`src/source/cache_aq_pkg.sv`:
```
package cache_aq_pkg;

    // Field widths of one half of a request
    localparam int ADDR_W = 15;                // Physical address
    localparam int SIZE_W = 2;                 // Access size code

    // Source codes, shared by the arbiter and the entry mux
    localparam int SRC_W = 2;

    localparam logic [SRC_W-1:0] SRC_RD  = 2'd0;
    localparam logic [SRC_W-1:0] SRC_SW  = 2'd1;
    localparam logic [SRC_W-1:0] SRC_WB  = 2'd2;
    localparam logic [SRC_W-1:0] SRC_BUS = 2'd3;

endpackage

```
`src/source/aq_entry_if.sv`:
```
interface aq_entry_if #(
    parameter int DATA_W = 32
);

    logic                            valid_e;
    logic                            valid_o;
    logic [cache_aq_pkg::ADDR_W-1:0] addr_e;
    logic [cache_aq_pkg::ADDR_W-1:0] addr_o;
    logic [cache_aq_pkg::SIZE_W-1:0] size_e;
    logic [cache_aq_pkg::SIZE_W-1:0] size_o;
    logic [DATA_W-1:0]               data_e;
    logic [DATA_W-1:0]               data_o;
    logic [DATA_W-1:0]               mask_e;     // Per-bit write mask
    logic [DATA_W-1:0]               mask_o;
    logic                            pcd;        // Shared by both halves

    modport src (
        output valid_e, valid_o,
        output addr_e, addr_o,
        output size_e, size_o,
        output data_e, data_o,
        output mask_e, mask_o,
        output pcd
    );

    modport snk (
        input valid_e, valid_o,
        input addr_e, addr_o,
        input size_e, size_o,
        input data_e, data_o,
        input mask_e, mask_o,
        input pcd
    );

endinterface

```
`src/source/aq_arbiter.sv`:
```
module aq_arbiter (
    input  logic                           rst_i,
    input  logic                           flush_i,
    input  logic                           pop_i,
    input  logic                           bus_pending_i,
    input  logic                           rd_empty_i,
    input  logic                           sw_empty_i,
    input  logic                           wb_empty_i,
    output logic [cache_aq_pkg::SRC_W-1:0] src_o,
    output logic                           any_o,
    output logic                           rd_pop_o,
    output logic                           sw_pop_o,
    output logic                           wb_pop_o,
    output logic                           rdsw_rst_o
);

    // Fixed priority: bus, writeback, read, store
    always_comb begin
        src_o = cache_aq_pkg::SRC_SW;
        any_o = 1'b1;
        if (bus_pending_i) begin
            src_o = cache_aq_pkg::SRC_BUS;
        end else if (!wb_empty_i) begin
            src_o = cache_aq_pkg::SRC_WB;
        end else if (!rd_empty_i) begin
            src_o = cache_aq_pkg::SRC_RD;
        end else if (!sw_empty_i) begin
            src_o = cache_aq_pkg::SRC_SW;
        end else begin
            any_o = 1'b0;                             // Nothing to present
        end
    end

    // Pop reaches only the selected queue; the bus is popped outside
    assign rd_pop_o = pop_i && any_o && (src_o == cache_aq_pkg::SRC_RD);
    assign sw_pop_o = pop_i && any_o && (src_o == cache_aq_pkg::SRC_SW);
    assign wb_pop_o = pop_i && any_o && (src_o == cache_aq_pkg::SRC_WB);

    // Flush clears read and store queues, writebacks survive
    assign rdsw_rst_o = rst_i || flush_i;

endmodule

```
`src/source/aq_entry_mux.sv`:
```
module aq_entry_mux #(
    parameter int DATA_W = 32
) (
    input  logic [cache_aq_pkg::SRC_W-1:0]  src_i,
    input  logic                            any_i,
    aq_entry_if.snk                         rd_if,
    aq_entry_if.snk                         sw_if,
    aq_entry_if.snk                         wb_if,
    input  logic                            bus_valid_e_i,
    input  logic                            bus_valid_o_i,
    input  logic [cache_aq_pkg::ADDR_W-1:0] bus_addr_e_i,
    input  logic [cache_aq_pkg::ADDR_W-1:0] bus_addr_o_i,
    input  logic [DATA_W-1:0]               bus_data_e_i,
    input  logic [DATA_W-1:0]               bus_data_o_i,
    input  logic                            bus_pcd_i,
    aq_entry_if.src                         out_if,
    output logic                            src_rd_o,
    output logic                            src_sw_o,
    output logic                            src_wb_o,
    output logic                            src_bus_o
);

    localparam int ENTRY_W = 3 + 2 * cache_aq_pkg::ADDR_W + 2 * cache_aq_pkg::SIZE_W
                             + 4 * DATA_W;

    logic [ENTRY_W-1:0] rd_word;
    logic [ENTRY_W-1:0] sw_word;
    logic [ENTRY_W-1:0] wb_word;
    logic [ENTRY_W-1:0] bus_word;
    logic [ENTRY_W-1:0] sel_word;
    logic               sel_valid_e;
    logic               sel_valid_o;

    assign rd_word = {rd_if.valid_e, rd_if.valid_o, rd_if.addr_e, rd_if.addr_o,
                      rd_if.size_e, rd_if.size_o, rd_if.data_e, rd_if.data_o,
                      rd_if.mask_e, rd_if.mask_o, rd_if.pcd};
    assign sw_word = {sw_if.valid_e, sw_if.valid_o, sw_if.addr_e, sw_if.addr_o,
                      sw_if.size_e, sw_if.size_o, sw_if.data_e, sw_if.data_o,
                      sw_if.mask_e, sw_if.mask_o, sw_if.pcd};
    assign wb_word = {wb_if.valid_e, wb_if.valid_o, wb_if.addr_e, wb_if.addr_o,
                      wb_if.size_e, wb_if.size_o, wb_if.data_e, wb_if.data_o,
                      wb_if.mask_e, wb_if.mask_o, wb_if.pcd};

    // Fills write whole lines: size zero, all mask bits set
    assign bus_word = {bus_valid_e_i, bus_valid_o_i, bus_addr_e_i, bus_addr_o_i,
                       {2 * cache_aq_pkg::SIZE_W{1'b0}}, bus_data_e_i, bus_data_o_i,
                       {2 * DATA_W{1'b1}}, bus_pcd_i};

    always_comb begin
        case (src_i)
            cache_aq_pkg::SRC_BUS: sel_word = bus_word;
            cache_aq_pkg::SRC_WB:  sel_word = wb_word;
            cache_aq_pkg::SRC_RD:  sel_word = rd_word;
            default:               sel_word = sw_word;
        endcase
    end

    assign {sel_valid_e, sel_valid_o,
            out_if.addr_e, out_if.addr_o,
            out_if.size_e, out_if.size_o,
            out_if.data_e, out_if.data_o,
            out_if.mask_e, out_if.mask_o,
            out_if.pcd} = sel_word;

    assign out_if.valid_e = sel_valid_e && any_i;     // No valid half without work
    assign out_if.valid_o = sel_valid_o && any_i;

    assign src_rd_o  = any_i && (src_i == cache_aq_pkg::SRC_RD);
    assign src_sw_o  = any_i && (src_i == cache_aq_pkg::SRC_SW);
    assign src_wb_o  = any_i && (src_i == cache_aq_pkg::SRC_WB);
    assign src_bus_o = any_i && (src_i == cache_aq_pkg::SRC_BUS);

endmodule

```
`src/source/aq_fifo.sv`:
```
module aq_fifo #(
    parameter int DATA_W = 32,
    parameter int DEPTH  = 8
) (
    input  logic           clk,
    input  logic           rst_i,
    input  logic           push_i,
    input  logic           pop_i,
    aq_entry_if.snk        in_if,
    aq_entry_if.src        head_if,
    output logic           full_o,
    output logic           empty_o
);

    localparam int PTR_W   = $clog2(DEPTH);
    localparam int CNT_W   = PTR_W + 1;
    localparam int ENTRY_W = 3 + 2 * cache_aq_pkg::ADDR_W + 2 * cache_aq_pkg::SIZE_W
                             + 4 * DATA_W;

    logic [ENTRY_W-1:0] mem [DEPTH];
    logic [PTR_W-1:0]   wr_ptr;
    logic [PTR_W-1:0]   rd_ptr;
    logic [CNT_W-1:0]   count;
    logic               do_push;
    logic               do_pop;
    logic [ENTRY_W-1:0] in_word;
    logic [ENTRY_W-1:0] head_word;

    assign in_word = {in_if.valid_e, in_if.valid_o,
                      in_if.addr_e,  in_if.addr_o,
                      in_if.size_e,  in_if.size_o,
                      in_if.data_e,  in_if.data_o,
                      in_if.mask_e,  in_if.mask_o,
                      in_if.pcd};

    assign full_o  = (count == CNT_W'(DEPTH));
    assign empty_o = (count == '0);

    assign do_pop  = pop_i && !empty_o;
    assign do_push = push_i && (!full_o || do_pop);   // Full fifo takes a push only with a pop

    always_ff @(posedge clk) begin
        if (rst_i) begin
            wr_ptr <= '0;
            rd_ptr <= '0;
            count  <= '0;
        end else begin
            if (do_push) begin
                wr_ptr <= wr_ptr + 1'b1;              // Wraps, DEPTH is a power of two
            end
            if (do_pop) begin
                rd_ptr <= rd_ptr + 1'b1;
            end
            case ({do_push, do_pop})
                2'b10:   count <= count + 1'b1;
                2'b01:   count <= count - 1'b1;
                default: count <= count;
            endcase
        end
    end

    always_ff @(posedge clk) begin
        if (do_push) begin
            mem[wr_ptr] <= in_word;
        end
    end

    // Fall-through head, zero while empty
    assign head_word = empty_o ? '0 : mem[rd_ptr];

    assign {head_if.valid_e, head_if.valid_o,
            head_if.addr_e,  head_if.addr_o,
            head_if.size_e,  head_if.size_o,
            head_if.data_e,  head_if.data_o,
            head_if.mask_e,  head_if.mask_o,
            head_if.pcd} = head_word;

endmodule

```
`src/source/cache_aq_top.sv`:
```
module cache_aq_top #(
    parameter int DATA_W = 32,
    parameter int DEPTH  = 8
) (
    input  logic                            clk,
    input  logic                            rst_i,
    input  logic                            flush_i,
    input  logic                            pop_i,

    input  logic                            rd_push_i,
    input  logic                            rd_valid_e_i,
    input  logic                            rd_valid_o_i,
    input  logic [cache_aq_pkg::ADDR_W-1:0] rd_addr_e_i,
    input  logic [cache_aq_pkg::ADDR_W-1:0] rd_addr_o_i,
    input  logic [cache_aq_pkg::SIZE_W-1:0] rd_size_e_i,
    input  logic [cache_aq_pkg::SIZE_W-1:0] rd_size_o_i,
    input  logic                            rd_pcd_i,

    input  logic                            sw_push_i,
    input  logic                            sw_valid_e_i,
    input  logic                            sw_valid_o_i,
    input  logic [cache_aq_pkg::ADDR_W-1:0] sw_addr_e_i,
    input  logic [cache_aq_pkg::ADDR_W-1:0] sw_addr_o_i,
    input  logic [cache_aq_pkg::SIZE_W-1:0] sw_size_e_i,
    input  logic [cache_aq_pkg::SIZE_W-1:0] sw_size_o_i,
    input  logic                            sw_pcd_i,

    input  logic                            wb_push_i,
    input  logic                            wb_valid_e_i,
    input  logic                            wb_valid_o_i,
    input  logic [cache_aq_pkg::ADDR_W-1:0] wb_addr_e_i,
    input  logic [cache_aq_pkg::ADDR_W-1:0] wb_addr_o_i,
    input  logic [cache_aq_pkg::SIZE_W-1:0] wb_size_e_i,
    input  logic [cache_aq_pkg::SIZE_W-1:0] wb_size_o_i,
    input  logic                            wb_pcd_i,
    input  logic [DATA_W-1:0]               wb_data_e_i,
    input  logic [DATA_W-1:0]               wb_data_o_i,
    input  logic [DATA_W-1:0]               wb_mask_e_i,
    input  logic [DATA_W-1:0]               wb_mask_o_i,

    input  logic                            bus_pending_i,
    input  logic                            bus_valid_e_i,
    input  logic                            bus_valid_o_i,
    input  logic [cache_aq_pkg::ADDR_W-1:0] bus_addr_e_i,
    input  logic [cache_aq_pkg::ADDR_W-1:0] bus_addr_o_i,
    input  logic [DATA_W-1:0]               bus_data_e_i,
    input  logic [DATA_W-1:0]               bus_data_o_i,
    input  logic                            bus_pcd_i,

    output logic                            valid_e_o,
    output logic                            valid_o_o,
    output logic [cache_aq_pkg::ADDR_W-1:0] addr_e_o,
    output logic [cache_aq_pkg::ADDR_W-1:0] addr_o_o,
    output logic [cache_aq_pkg::SIZE_W-1:0] size_e_o,
    output logic [cache_aq_pkg::SIZE_W-1:0] size_o_o,
    output logic [DATA_W-1:0]               data_e_o,
    output logic [DATA_W-1:0]               data_o_o,
    output logic [DATA_W-1:0]               mask_e_o,
    output logic [DATA_W-1:0]               mask_o_o,
    output logic                            pcd_o,

    output logic                            src_rd_o,
    output logic                            src_sw_o,
    output logic                            src_wb_o,
    output logic                            src_bus_o,

    output logic                            aq_empty_o,
    output logic                            rd_full_o,
    output logic                            sw_full_o,
    output logic                            wb_full_o
);

    aq_entry_if #(.DATA_W(DATA_W)) rd_push ();
    aq_entry_if #(.DATA_W(DATA_W)) sw_push ();
    aq_entry_if #(.DATA_W(DATA_W)) wb_push ();
    aq_entry_if #(.DATA_W(DATA_W)) rd_head ();
    aq_entry_if #(.DATA_W(DATA_W)) sw_head ();
    aq_entry_if #(.DATA_W(DATA_W)) wb_head ();
    aq_entry_if #(.DATA_W(DATA_W)) sel_entry ();

    logic [cache_aq_pkg::SRC_W-1:0] src;
    logic                           any;
    logic                           rd_pop, sw_pop, wb_pop;
    logic                           rd_empty, sw_empty, wb_empty;
    logic                           rdsw_rst;

    // Reads and stores carry no data through the generic queue
    assign rd_push.valid_e = rd_valid_e_i;
    assign rd_push.valid_o = rd_valid_o_i;
    assign rd_push.addr_e  = rd_addr_e_i;
    assign rd_push.addr_o  = rd_addr_o_i;
    assign rd_push.size_e  = rd_size_e_i;
    assign rd_push.size_o  = rd_size_o_i;
    assign rd_push.data_e  = '0;
    assign rd_push.data_o  = '0;
    assign rd_push.mask_e  = '0;
    assign rd_push.mask_o  = '0;
    assign rd_push.pcd     = rd_pcd_i;

    assign sw_push.valid_e = sw_valid_e_i;
    assign sw_push.valid_o = sw_valid_o_i;
    assign sw_push.addr_e  = sw_addr_e_i;
    assign sw_push.addr_o  = sw_addr_o_i;
    assign sw_push.size_e  = sw_size_e_i;
    assign sw_push.size_o  = sw_size_o_i;
    assign sw_push.data_e  = '0;
    assign sw_push.data_o  = '0;
    assign sw_push.mask_e  = '0;
    assign sw_push.mask_o  = '0;
    assign sw_push.pcd     = sw_pcd_i;

    assign wb_push.valid_e = wb_valid_e_i;
    assign wb_push.valid_o = wb_valid_o_i;
    assign wb_push.addr_e  = wb_addr_e_i;
    assign wb_push.addr_o  = wb_addr_o_i;
    assign wb_push.size_e  = wb_size_e_i;
    assign wb_push.size_o  = wb_size_o_i;
    assign wb_push.data_e  = wb_data_e_i;
    assign wb_push.data_o  = wb_data_o_i;
    assign wb_push.mask_e  = wb_mask_e_i;
    assign wb_push.mask_o  = wb_mask_o_i;
    assign wb_push.pcd     = wb_pcd_i;

    aq_fifo #(.DATA_W(DATA_W), .DEPTH(DEPTH)) rd_q (
        .clk(clk), .rst_i(rdsw_rst), .push_i(rd_push_i), .pop_i(rd_pop),
        .in_if(rd_push), .head_if(rd_head), .full_o(rd_full_o), .empty_o(rd_empty)
    );

    aq_fifo #(.DATA_W(DATA_W), .DEPTH(DEPTH)) sw_q (
        .clk(clk), .rst_i(rdsw_rst), .push_i(sw_push_i), .pop_i(sw_pop),
        .in_if(sw_push), .head_if(sw_head), .full_o(sw_full_o), .empty_o(sw_empty)
    );

    aq_fifo #(.DATA_W(DATA_W), .DEPTH(DEPTH)) wb_q (
        .clk(clk), .rst_i(rst_i), .push_i(wb_push_i), .pop_i(wb_pop),
        .in_if(wb_push), .head_if(wb_head), .full_o(wb_full_o), .empty_o(wb_empty)
    );

    aq_arbiter u_arb (
        .rst_i(rst_i), .flush_i(flush_i), .pop_i(pop_i), .bus_pending_i(bus_pending_i),
        .rd_empty_i(rd_empty), .sw_empty_i(sw_empty), .wb_empty_i(wb_empty),
        .src_o(src), .any_o(any),
        .rd_pop_o(rd_pop), .sw_pop_o(sw_pop), .wb_pop_o(wb_pop),
        .rdsw_rst_o(rdsw_rst)
    );

    aq_entry_mux #(.DATA_W(DATA_W)) u_mux (
        .src_i(src), .any_i(any),
        .rd_if(rd_head), .sw_if(sw_head), .wb_if(wb_head),
        .bus_valid_e_i(bus_valid_e_i), .bus_valid_o_i(bus_valid_o_i),
        .bus_addr_e_i(bus_addr_e_i), .bus_addr_o_i(bus_addr_o_i),
        .bus_data_e_i(bus_data_e_i), .bus_data_o_i(bus_data_o_i),
        .bus_pcd_i(bus_pcd_i),
        .out_if(sel_entry),
        .src_rd_o(src_rd_o), .src_sw_o(src_sw_o),
        .src_wb_o(src_wb_o), .src_bus_o(src_bus_o)
    );

    assign valid_e_o = sel_entry.valid_e;
    assign valid_o_o = sel_entry.valid_o;
    assign addr_e_o  = sel_entry.addr_e;
    assign addr_o_o  = sel_entry.addr_o;
    assign size_e_o  = sel_entry.size_e;
    assign size_o_o  = sel_entry.size_o;
    assign data_e_o  = sel_entry.data_e;
    assign data_o_o  = sel_entry.data_o;
    assign mask_e_o  = sel_entry.mask_e;
    assign mask_o_o  = sel_entry.mask_o;
    assign pcd_o     = sel_entry.pcd;

    assign aq_empty_o = !any;

endmodule
```
`config.mk`:
```
export PLATFORM = sky130hd
export DESIGN_NAME = cache_aq_top
export DESIGN_NICKNAME = d
export VERILOG_FILES = /design/src/source/cache_aq_pkg.sv /design/src/source/aq_entry_if.sv /design/src/source/aq_arbiter.sv /design/src/source/aq_entry_mux.sv /design/src/source/aq_fifo.sv /design/src/source/cache_aq_top.sv
export SDC_FILE = /design/constraint.sdc
export NUM_CORES = 2
export LEC_CHECK = 0
export BUFFER_PORTS_ARGS = -buffer_cell sky130_fd_sc_hd__buf_2
export CELL_PAD_IN_SITES_DETAIL_PLACEMENT = 2
export CELL_PAD_IN_SITES_GLOBAL_PLACEMENT = 2
export CORE_MARGIN = 2
export CORE_UTILIZATION = 45
export CTS_BUF_LIST = sky130_fd_sc_hd__clkbuf_8
export DETAILED_ROUTE_END_ITERATION = 8
export PLACE_DENSITY = 0.75
export RECOVER_POWER = 50
export SLEW_MARGIN = 20
export SYNTH_ARGS = -nofsm -noshare
export SYNTH_HDL_FRONTEND = slang
export SYNTH_SLANG_ARGS = --single-unit
```
`constraint.sdc`:
```
create_clock -name clk -period 15.58 [get_ports clk]
set_clock_uncertainty 0.2 [all_clocks]
set_input_delay 3.116 -clock clk [delete_from_list [all_inputs] [get_ports clk]]
set_output_delay 3.116 -clock clk [all_outputs]
set_load 0.005 [all_outputs]
```
# Word-level counts from Yosys, hierarchy flattened
# Memory sizes are Yosys's and may differ from the RTL's. A register that Yosys moved wholly into a read port is not among the register bits.
# Cells that the tools add are included.
[totals]
register_bits = 30
latchBits = 0
ramBits = 1912
rom_bits = 0
inputBits = 344
output_inout_bits = 173
word_cells = 96
n_memories = 3
[classes]
n_addsub = 12
multipliers = 0
div_mod_pow = 0
n_lt_le_gt_ge = 0
n_eq_ne = 12
n_shift = 0
mux = 26
n_bitwise = 0
reduce_logical = 34
[memory_table]
columns = ["memory", "words", "word_bits", "rd", "rd_clocked_by_memory_dff", "wr", "line_no", "rtl"]
rows = [
  ["wb_q.mem", 8, 165, 1, 1, 1, "aq_fifo.sv:20", "logic [ENTRY_W-1:0] mem [DEPTH];"],
  ["rd_q.mem", 8, 37, 1, 1, 1, "aq_fifo.sv:20", ""],
  ["sw_q.mem", 8, 37, 1, 1, 1, "aq_fifo.sv:20", ""],
]
[op_table]
columns = ["operator", "count"]
rows = [
  ["165-bit two-way mux", 3],
  ["165-bit case mux with 3 select lines", 1],
  ["4-bit case mux with 2 select lines", 3],
  ["3-bit by 1-bit adder with 3-bit output (second input constant)", 6],
  ["3-bit two-way mux", 6],
  ["1-bit logical AND", 16],
  ["4-bit by 1-bit adder with 4-bit output (second input constant)", 3],
  ["4-bit == test (second input constant)", 3],
  ["4-bit logical NOT", 3],
  ["4-bit by 1-bit subtractor with 4-bit output (second input constant)", 3],
  ["1-bit two-way mux", 11],
  ["2-bit == test (second input constant)", 5],
  ["2-bit by 1-bit == test with 1-bit output (second input constant)", 4],
  ["1-bit logical NOT", 7],
  ["2-bit nonzero test", 3],
  ["1-bit logical OR", 4],
  ["2-bit two-way mux", 2],
  ["2-bit logical NOT", 1],
]

# Depth between registers and ports, before layout
[logic_depth]
ltp_word = 12
mapped_depth = 11

# By module
# From an unflattened synthesis, not the netlist that was laid out.
[unflattened]
cells_unflattened = 6831
hier_area_um2 = 156651.5
[modules_own_cells]
columns = ["module", "instances", "cells_per_inst", "area_per_inst_um2"]
rows = [
  ["aq_fifo", 3, 2176, 50887.6],
  ["aq_entry_mux", 1, 292, 3907.5],
  ["aq_arbiter", 1, 9, 73.8],
  ["cache_aq_top", 1, 2, 7.5],
]

# Least setup slack after synthesis
# Ideal clock, no wire load.
[synth_timing]
path_type = "input to register"
startpoint = "in bus_pending_i"
endpoint = "mem wb_q.mem[0][0] (netlist bit) (enable)"
setup_time_ps = 892
arrival_time_ps = 15495
path_slack_ps = -1007
path_stages = 5
cell_sequence = "clkbuf_1 -> nor3_1 -> o21ai_0 -> or2_2 -> nor3_1"
[synth_via]
elab_chain_len = 8
elab_cells_between_ends = 10
cone_classes = "1 x eq/ne; 4 x mux; 5 x reduce/logical"
[synth_lines]
columns = ["element", "line_no", "rtl"]
rows = [
  ["from (decl)", "cache_aq_top.sv:41", "input logic bus_pending_i,"],
  ["2-bit two-way mux or 1-bit two-way mux (tied branches)", "aq_arbiter.sv:21", "if (bus_pending_i) begin"],
  ["2-bit == test or 1-bit logical AND (tied branches)", "aq_arbiter.sv:37", "assign wb_pop_o = pop_i && any_o && (src_o == cache_aq_pkg::SRC_WB);"],
  ["1-bit logical AND *", "aq_arbiter.sv:37", ""],
  ["1-bit logical AND *", "aq_fifo.sv:39", "assign do_pop = pop_i && !empty_o;"],
  ["1-bit logical OR *", "aq_fifo.sv:40", "assign do_push = push_i && (!full_o || do_pop);"],
  ["1-bit logical AND *", "aq_fifo.sv:40", ""],
  ["1-bit two-way mux *", "aq_fifo.sv:63", "if (do_push) begin"],
  ["1-bit two-way mux (implied by the code) *", "aq_fifo.sv:64", "mem[wr_ptr] <= in_word;"],
  ["to (decl)", "aq_fifo.sv:20", ""],
]
# Every way passes the cells marked *; elsewhere a longest branch is shown, timed or not.

# Final worst setup path
[layout_timing]
startpoint = "in bus_pending_i"
endpoint = "out addr_e_o[12] (netlist bit)"
[layout_via]
elab_chain_len = 3
elab_cells_between_ends = 5
cone_classes = "2 x eq/ne; 2 x mux; 1 x reduce/logical"
[layout_lines]
columns = ["element", "line_no", "rtl"]
rows = [
  ["2-bit two-way mux *", "aq_arbiter.sv:21", ""],
  ["2-bit == test or 2-bit logical NOT (tied branches)", "aq_entry_mux.sv:50", "case (src_i)"],
  ["165-bit case mux with 3 select lines *", "aq_entry_mux.sv:50", ""],
  ["to (decl)", "cache_aq_top.sv:52", "output logic [cache_aq_pkg::ADDR_W-1:0] addr_e_o,"],
]
# Marks and branches as above.

==> metrics.md <==
| Metric | Value |
|---|---|
| CP Data Required Time | 12260 ps |
| Input/output buffers | 516 |
| Switch share | 0.255 |
| Warnings, synthesis | 0 |
| Combinational Power Share | 0.089 |
| Synthesized instance count | roughly 3500 |
| Number of optimization iterations in the first detailed-route pass | 6 |
| Number of gates given a new drive strength after cts | 0 |
| Number of fill cells | 14225 |
| Die Area | around 0.17 mm^2 |
| RSZ-0062 raised after global routing | no |
| Endpoint class of the critical path | output port |
| Share of the clock period used by the worst path | 0.780 |
| Clock network power share | 0.378 |
| Wire length of the first global-routing pass | ~340000 um |
| CP Max Fanout | 56 |
| Reg power frac | 0.533 |
| Violated checks | max-capacitance violations, max-slew violations |
| CTS clk-pin slew, worst paths | 60 ps |
| FFs w/ async S/R, synth | 0 |
| R2R Setup Slk | 9230 ps |
| Most frequently used cell type in the post-synthesis netlist | sky130_fd_sc_hd__edfxtp_1 |
| Pleak | 26.7 nW |
| Final HPWL from detailed placement | 145000 um |
| Critical path depth in cells | 7 |
| Average wire length per cell after detail routing | 36.6 um |
| Share of Yosys cell area claimed by the top area cell type | 0.764 |
| Clock latency on the worst-skew pair | ~1000 ps |
| Hold bufs inserted after CTS | 0 |
| Total congestion overflow | 0 |
| Root buffer cell | sky130_fd_sc_hd__clkbuf_8 |
| Largest net degree at the start of global routing | 126 |
| Initial antenna violation count | between 70 and 80 |
| Worst path buffer plus inverter count | 4 |
| DRC violation total after the first TritonRoute iteration | 3633 |
| End point of the critical path | addr_e_o[12] |
| Min-delay worst type | flip-flop to flip-flop |
| Worst Max-Slew Pin Slew | 3670 ps |
| Number of buffers created by CTS | 340 |
| Register area share after synthesis | 0.775 |
| Placeable core area | 0.165 mm^2 |
| Result of the run | finished, violations left |
| Switching power summed over all nets | ~2.8 mW |
| Crit-path slowest cell | sky130_fd_sc_hd__clkbuf_1 |
| Post-synth design cell area | between 0.07 and 0.08 mm^2 |
| Type of origin of the critical path | primary input |
| Post-Syn Area per Cell | roughly 22 um^2 |
| Synth area leader | sky130_fd_sc_hd__edfxtp_1 |
| Terminus of the critical flop-to-flop path | sw_q.mem[2][11]$_DFFE_PP_ |
| Top post-synthesis cells by count | sky130_fd_sc_hd__edfxtp_1, sky130_fd_sc_hd__mux4_2, sky130_fd_sc_hd__mux2i_1, sky130_fd_sc_hd__o21ai_0 |
| Number of global-route vias before repair | 43947 |
| Number of max-slew violations in the final report | 407 |
| Maximum level of the CTS H-tree | 5 |
| Net count of the mapped netlist | 3822 |
| WS Path Type | primary input to output port |
| Clock Path Buffers | 4 |
| Internal cell power | 8.31 mW |
| Die extent in y | 413 um |
| FF+latch count, synth | 1951 |
| PwrDens | 130 mW/mm^2 |
| Dominant synthesized flop cell | sky130_fd_sc_hd__edfxtp_1 |
| Vias per cell | 6.01 |
| Post-route cell area | 0.0859 mm^2 |
| Crit path DAT | between 8000 and 9000 ps |
| Critical path cell sequence | clkbuf_1 -> inv_2 -> nand2_1 -> inv_1 -> a221oi_1 -> o22ai_1 -> buf_2 |
| Register cell area after layout | about 0.058 mm^2 |
| Worst VDD drop | approximately 0.096 mV |
| Remaining DRCs | 0 |
| Detailed-route via count | roughly 40000 |
| Number of nets at the end of the flow | 4550 |
| Cell area after placement | 0.0804 mm^2 |
| Crit path time final | 12150 ps |
| Fraction of final layout cells sized beyond drive strength 1 | 0.267 |
| Distinct cell type count of the synthesized netlist | 56 |
| CP max stage delay | 2470 ps |
| Critical path origin | bus_pending_i |
| Number of top-level pins | about 520 |
| Starting density of the core | 0.454 |
| Max-cap viol count | 11 |
| Number of flops mapped to enable cells by yosys | 1912 |
| CTS tree | built |
| Placement Rows | 149 |
| Main area contributors after synthesis | sky130_fd_sc_hd__edfxtp_1, sky130_fd_sc_hd__mux4_2, sky130_fd_sc_hd__mux2i_1 |
| Area growth from synthesis to final layout | 14.4% |
| Count of cells along the worst register-to-register path | 6 |
| TNS Setup | 0 ps |
| Combined global-route utilization of all metal layers | 0.285 |
| Die Span X | 413 um |
| Post-Route WL | approximately 240000 um |
| Setup-violating endpoint count in the final report | 0 |
| Max_slew headroom | -1.44 |
| Sink count of the clock tree | 1951 |
| Area of combinational cells with multiple inputs | 0.0162 mm^2 |
| Family of cells with the greatest summed delay on the critical path | buffers and inverters |
| FMAX | 82.3 MHz |
| Final number of hold-violating endpoints | 0 |
| Number of routed nets with antenna violations | 0 |
| Routability-driven placement congestion ratio | 0.881 |
| Post-CTS setup repair buffer count | 0 |
| RR Startpoint | wb_q.count[0]$_SDFFE_PP0P_ |
metal layers:
metal / vias to the layer above / GRT usage / routed length (um)
li1: 16130 / - / -
met1: 21502 / 0.342 / 88700
met2: 1849 / 0.485 / 125000
met3: 595 / 0.0728 / 18500
met4: 54 / 0.134 / 11800
met5: - / 0 / 366
sequential cells by signal, indices dropped and copies added (netlist names), named ones only:
register / flops
rd_q.mem: 296
rd_q.wr_ptr: 3
rd_q.rd_ptr: 3
sw_q.rd_ptr: 3
sw_q.mem: 296
wb_q.wr_ptr: 3
sw_q.count: 4
wb_q.rd_ptr: 3
wb_q.mem: 1320
sw_q.wr_ptr: 3
rd_q.count: 4
wb_q.count: 4
cells in the final DEF (no fill, tap or decap), types with 8 or more instances in the layout:
cell type and instances:
sky130_fd_sc_hd__o22ai_1 32, sky130_fd_sc_hd__edfxtp_1 1912, sky130_fd_sc_hd__inv_1 132, sky130_fd_sc_hd__buf_2 276
sky130_fd_sc_hd__clkinv_1 90, sky130_fd_sc_hd__clkbuf_8 347, sky130_fd_sc_hd__nand2b_1 8, sky130_fd_sc_hd__mux4_2 414
sky130_fd_sc_hd__nand2_1 97, sky130_fd_sc_hd__a21oi_1 14, sky130_fd_sc_hd__buf_12 8, sky130_fd_sc_hd__nor2_4 14
sky130_fd_sc_hd__a221oi_1 63, sky130_fd_sc_hd__o211ai_1 10, sky130_fd_sc_hd__ha_1 12, sky130_fd_sc_hd__dfxtp_1 31
sky130_fd_sc_hd__buf_4 51, sky130_fd_sc_hd__nor3_1 11, sky130_fd_sc_hd__nor2_1 25, sky130_fd_sc_hd__diode_2 47
sky130_fd_sc_hd__clkinv_2 26, sky130_fd_sc_hd__xnor2_1 8, sky130_fd_sc_hd__o21ai_0 139, sky130_fd_sc_hd__clkbuf_1 248
sky130_fd_sc_hd__nand3_1 13, sky130_fd_sc_hd__mux2i_1 297, sky130_fd_sc_hd__mux2_2 8, sky130_fd_sc_hd__a22o_1 64
worst min-delay path by stage:
stage / from / end / slack (ps) / cells after the start
6_report: wb_q.rd_ptr[1]$_SDFFE_PP0N_ / flip-flop / 290 / 2
5_1_grt: wb_q.rd_ptr[1]$_SDFFE_PP0N_ / flip-flop / 320 / 2
4_1_cts: wb_q.rd_ptr[1]$_SDFFE_PP0N_ / flip-flop / 280 / 2
3_5_place_dp: sw_q.rd_ptr[1]$_SDFFE_PP0N_ / flip-flop / 290 / 2
3_3_place_gp: sw_q.rd_ptr[1]$_SDFFE_PP0N_ / flip-flop / 260 / 2
2_1_floorplan: sw_q.rd_ptr[1]$_SDFFE_PP0N_ / flip-flop / 250 / 2
kinds of logic after synthesis:
| group | share of synthesized area |
|---|---|
| and+or+nand+nor | 0.0130 |
| muxes | 0.165 |
| adders and majority gates | 0.00280 |
| AOI/OAI and AO/OA | 0.0306 |
| xor gates and xnor gates | 0.00175 |
| DFF | 0.775 |
| buffers and inverters | 0.0122 |
power groups by stage:
stage	Combinational [mW]	Sequential [mW]	Clock (mW)
final	0.993	5.95	4.21
after global routing	1.05	5.95	4.50
after CTS	1.01	5.94	4.31
after detailed placement	0.994	6.05	0
after global placement	0.933	6.03	0
after floorplan	0.514	6.04	0
layout make-up:
cell class                 count  share of cell area
inverter                      17            0.000743
clock buffer                 347              0.0556
tap                         2189              0.0319
timing repair buffer         585              0.0334
multi-input combinational   1296               0.188
clock inverter               241              0.0114
antenna                       47             0.00137
sequential                  1951               0.677
worst register-to-register path: stages, from the launching register on:
cell and delay (ps):
sky130_fd_sc_hd__dfxtp_1 400, sky130_fd_sc_hd__or4_4 720, sky130_fd_sc_hd__nor3_1 780, sky130_fd_sc_hd__o21ai_0 460, sky130_fd_sc_hd__or2_0 570, sky130_fd_sc_hd__nor2_4 200, sky130_fd_sc_hd__clkbuf_1 2510
per-stage QoR:
stage	hold slack, ps	util	power (mW)	worst slack (ps)	std cells
finish	286	0.520	11.2	3430	6673
global route	321	0.519	11.5	3250	6649
CTS	285	0.521	11.3	6180	6624
detailed placement	294	0.486	7.04	6230	6036
global placement	263	0.486	6.96	6450	6036
floorplan	250	-	6.55	3430	3463
(Power assumes the default switching activity.)
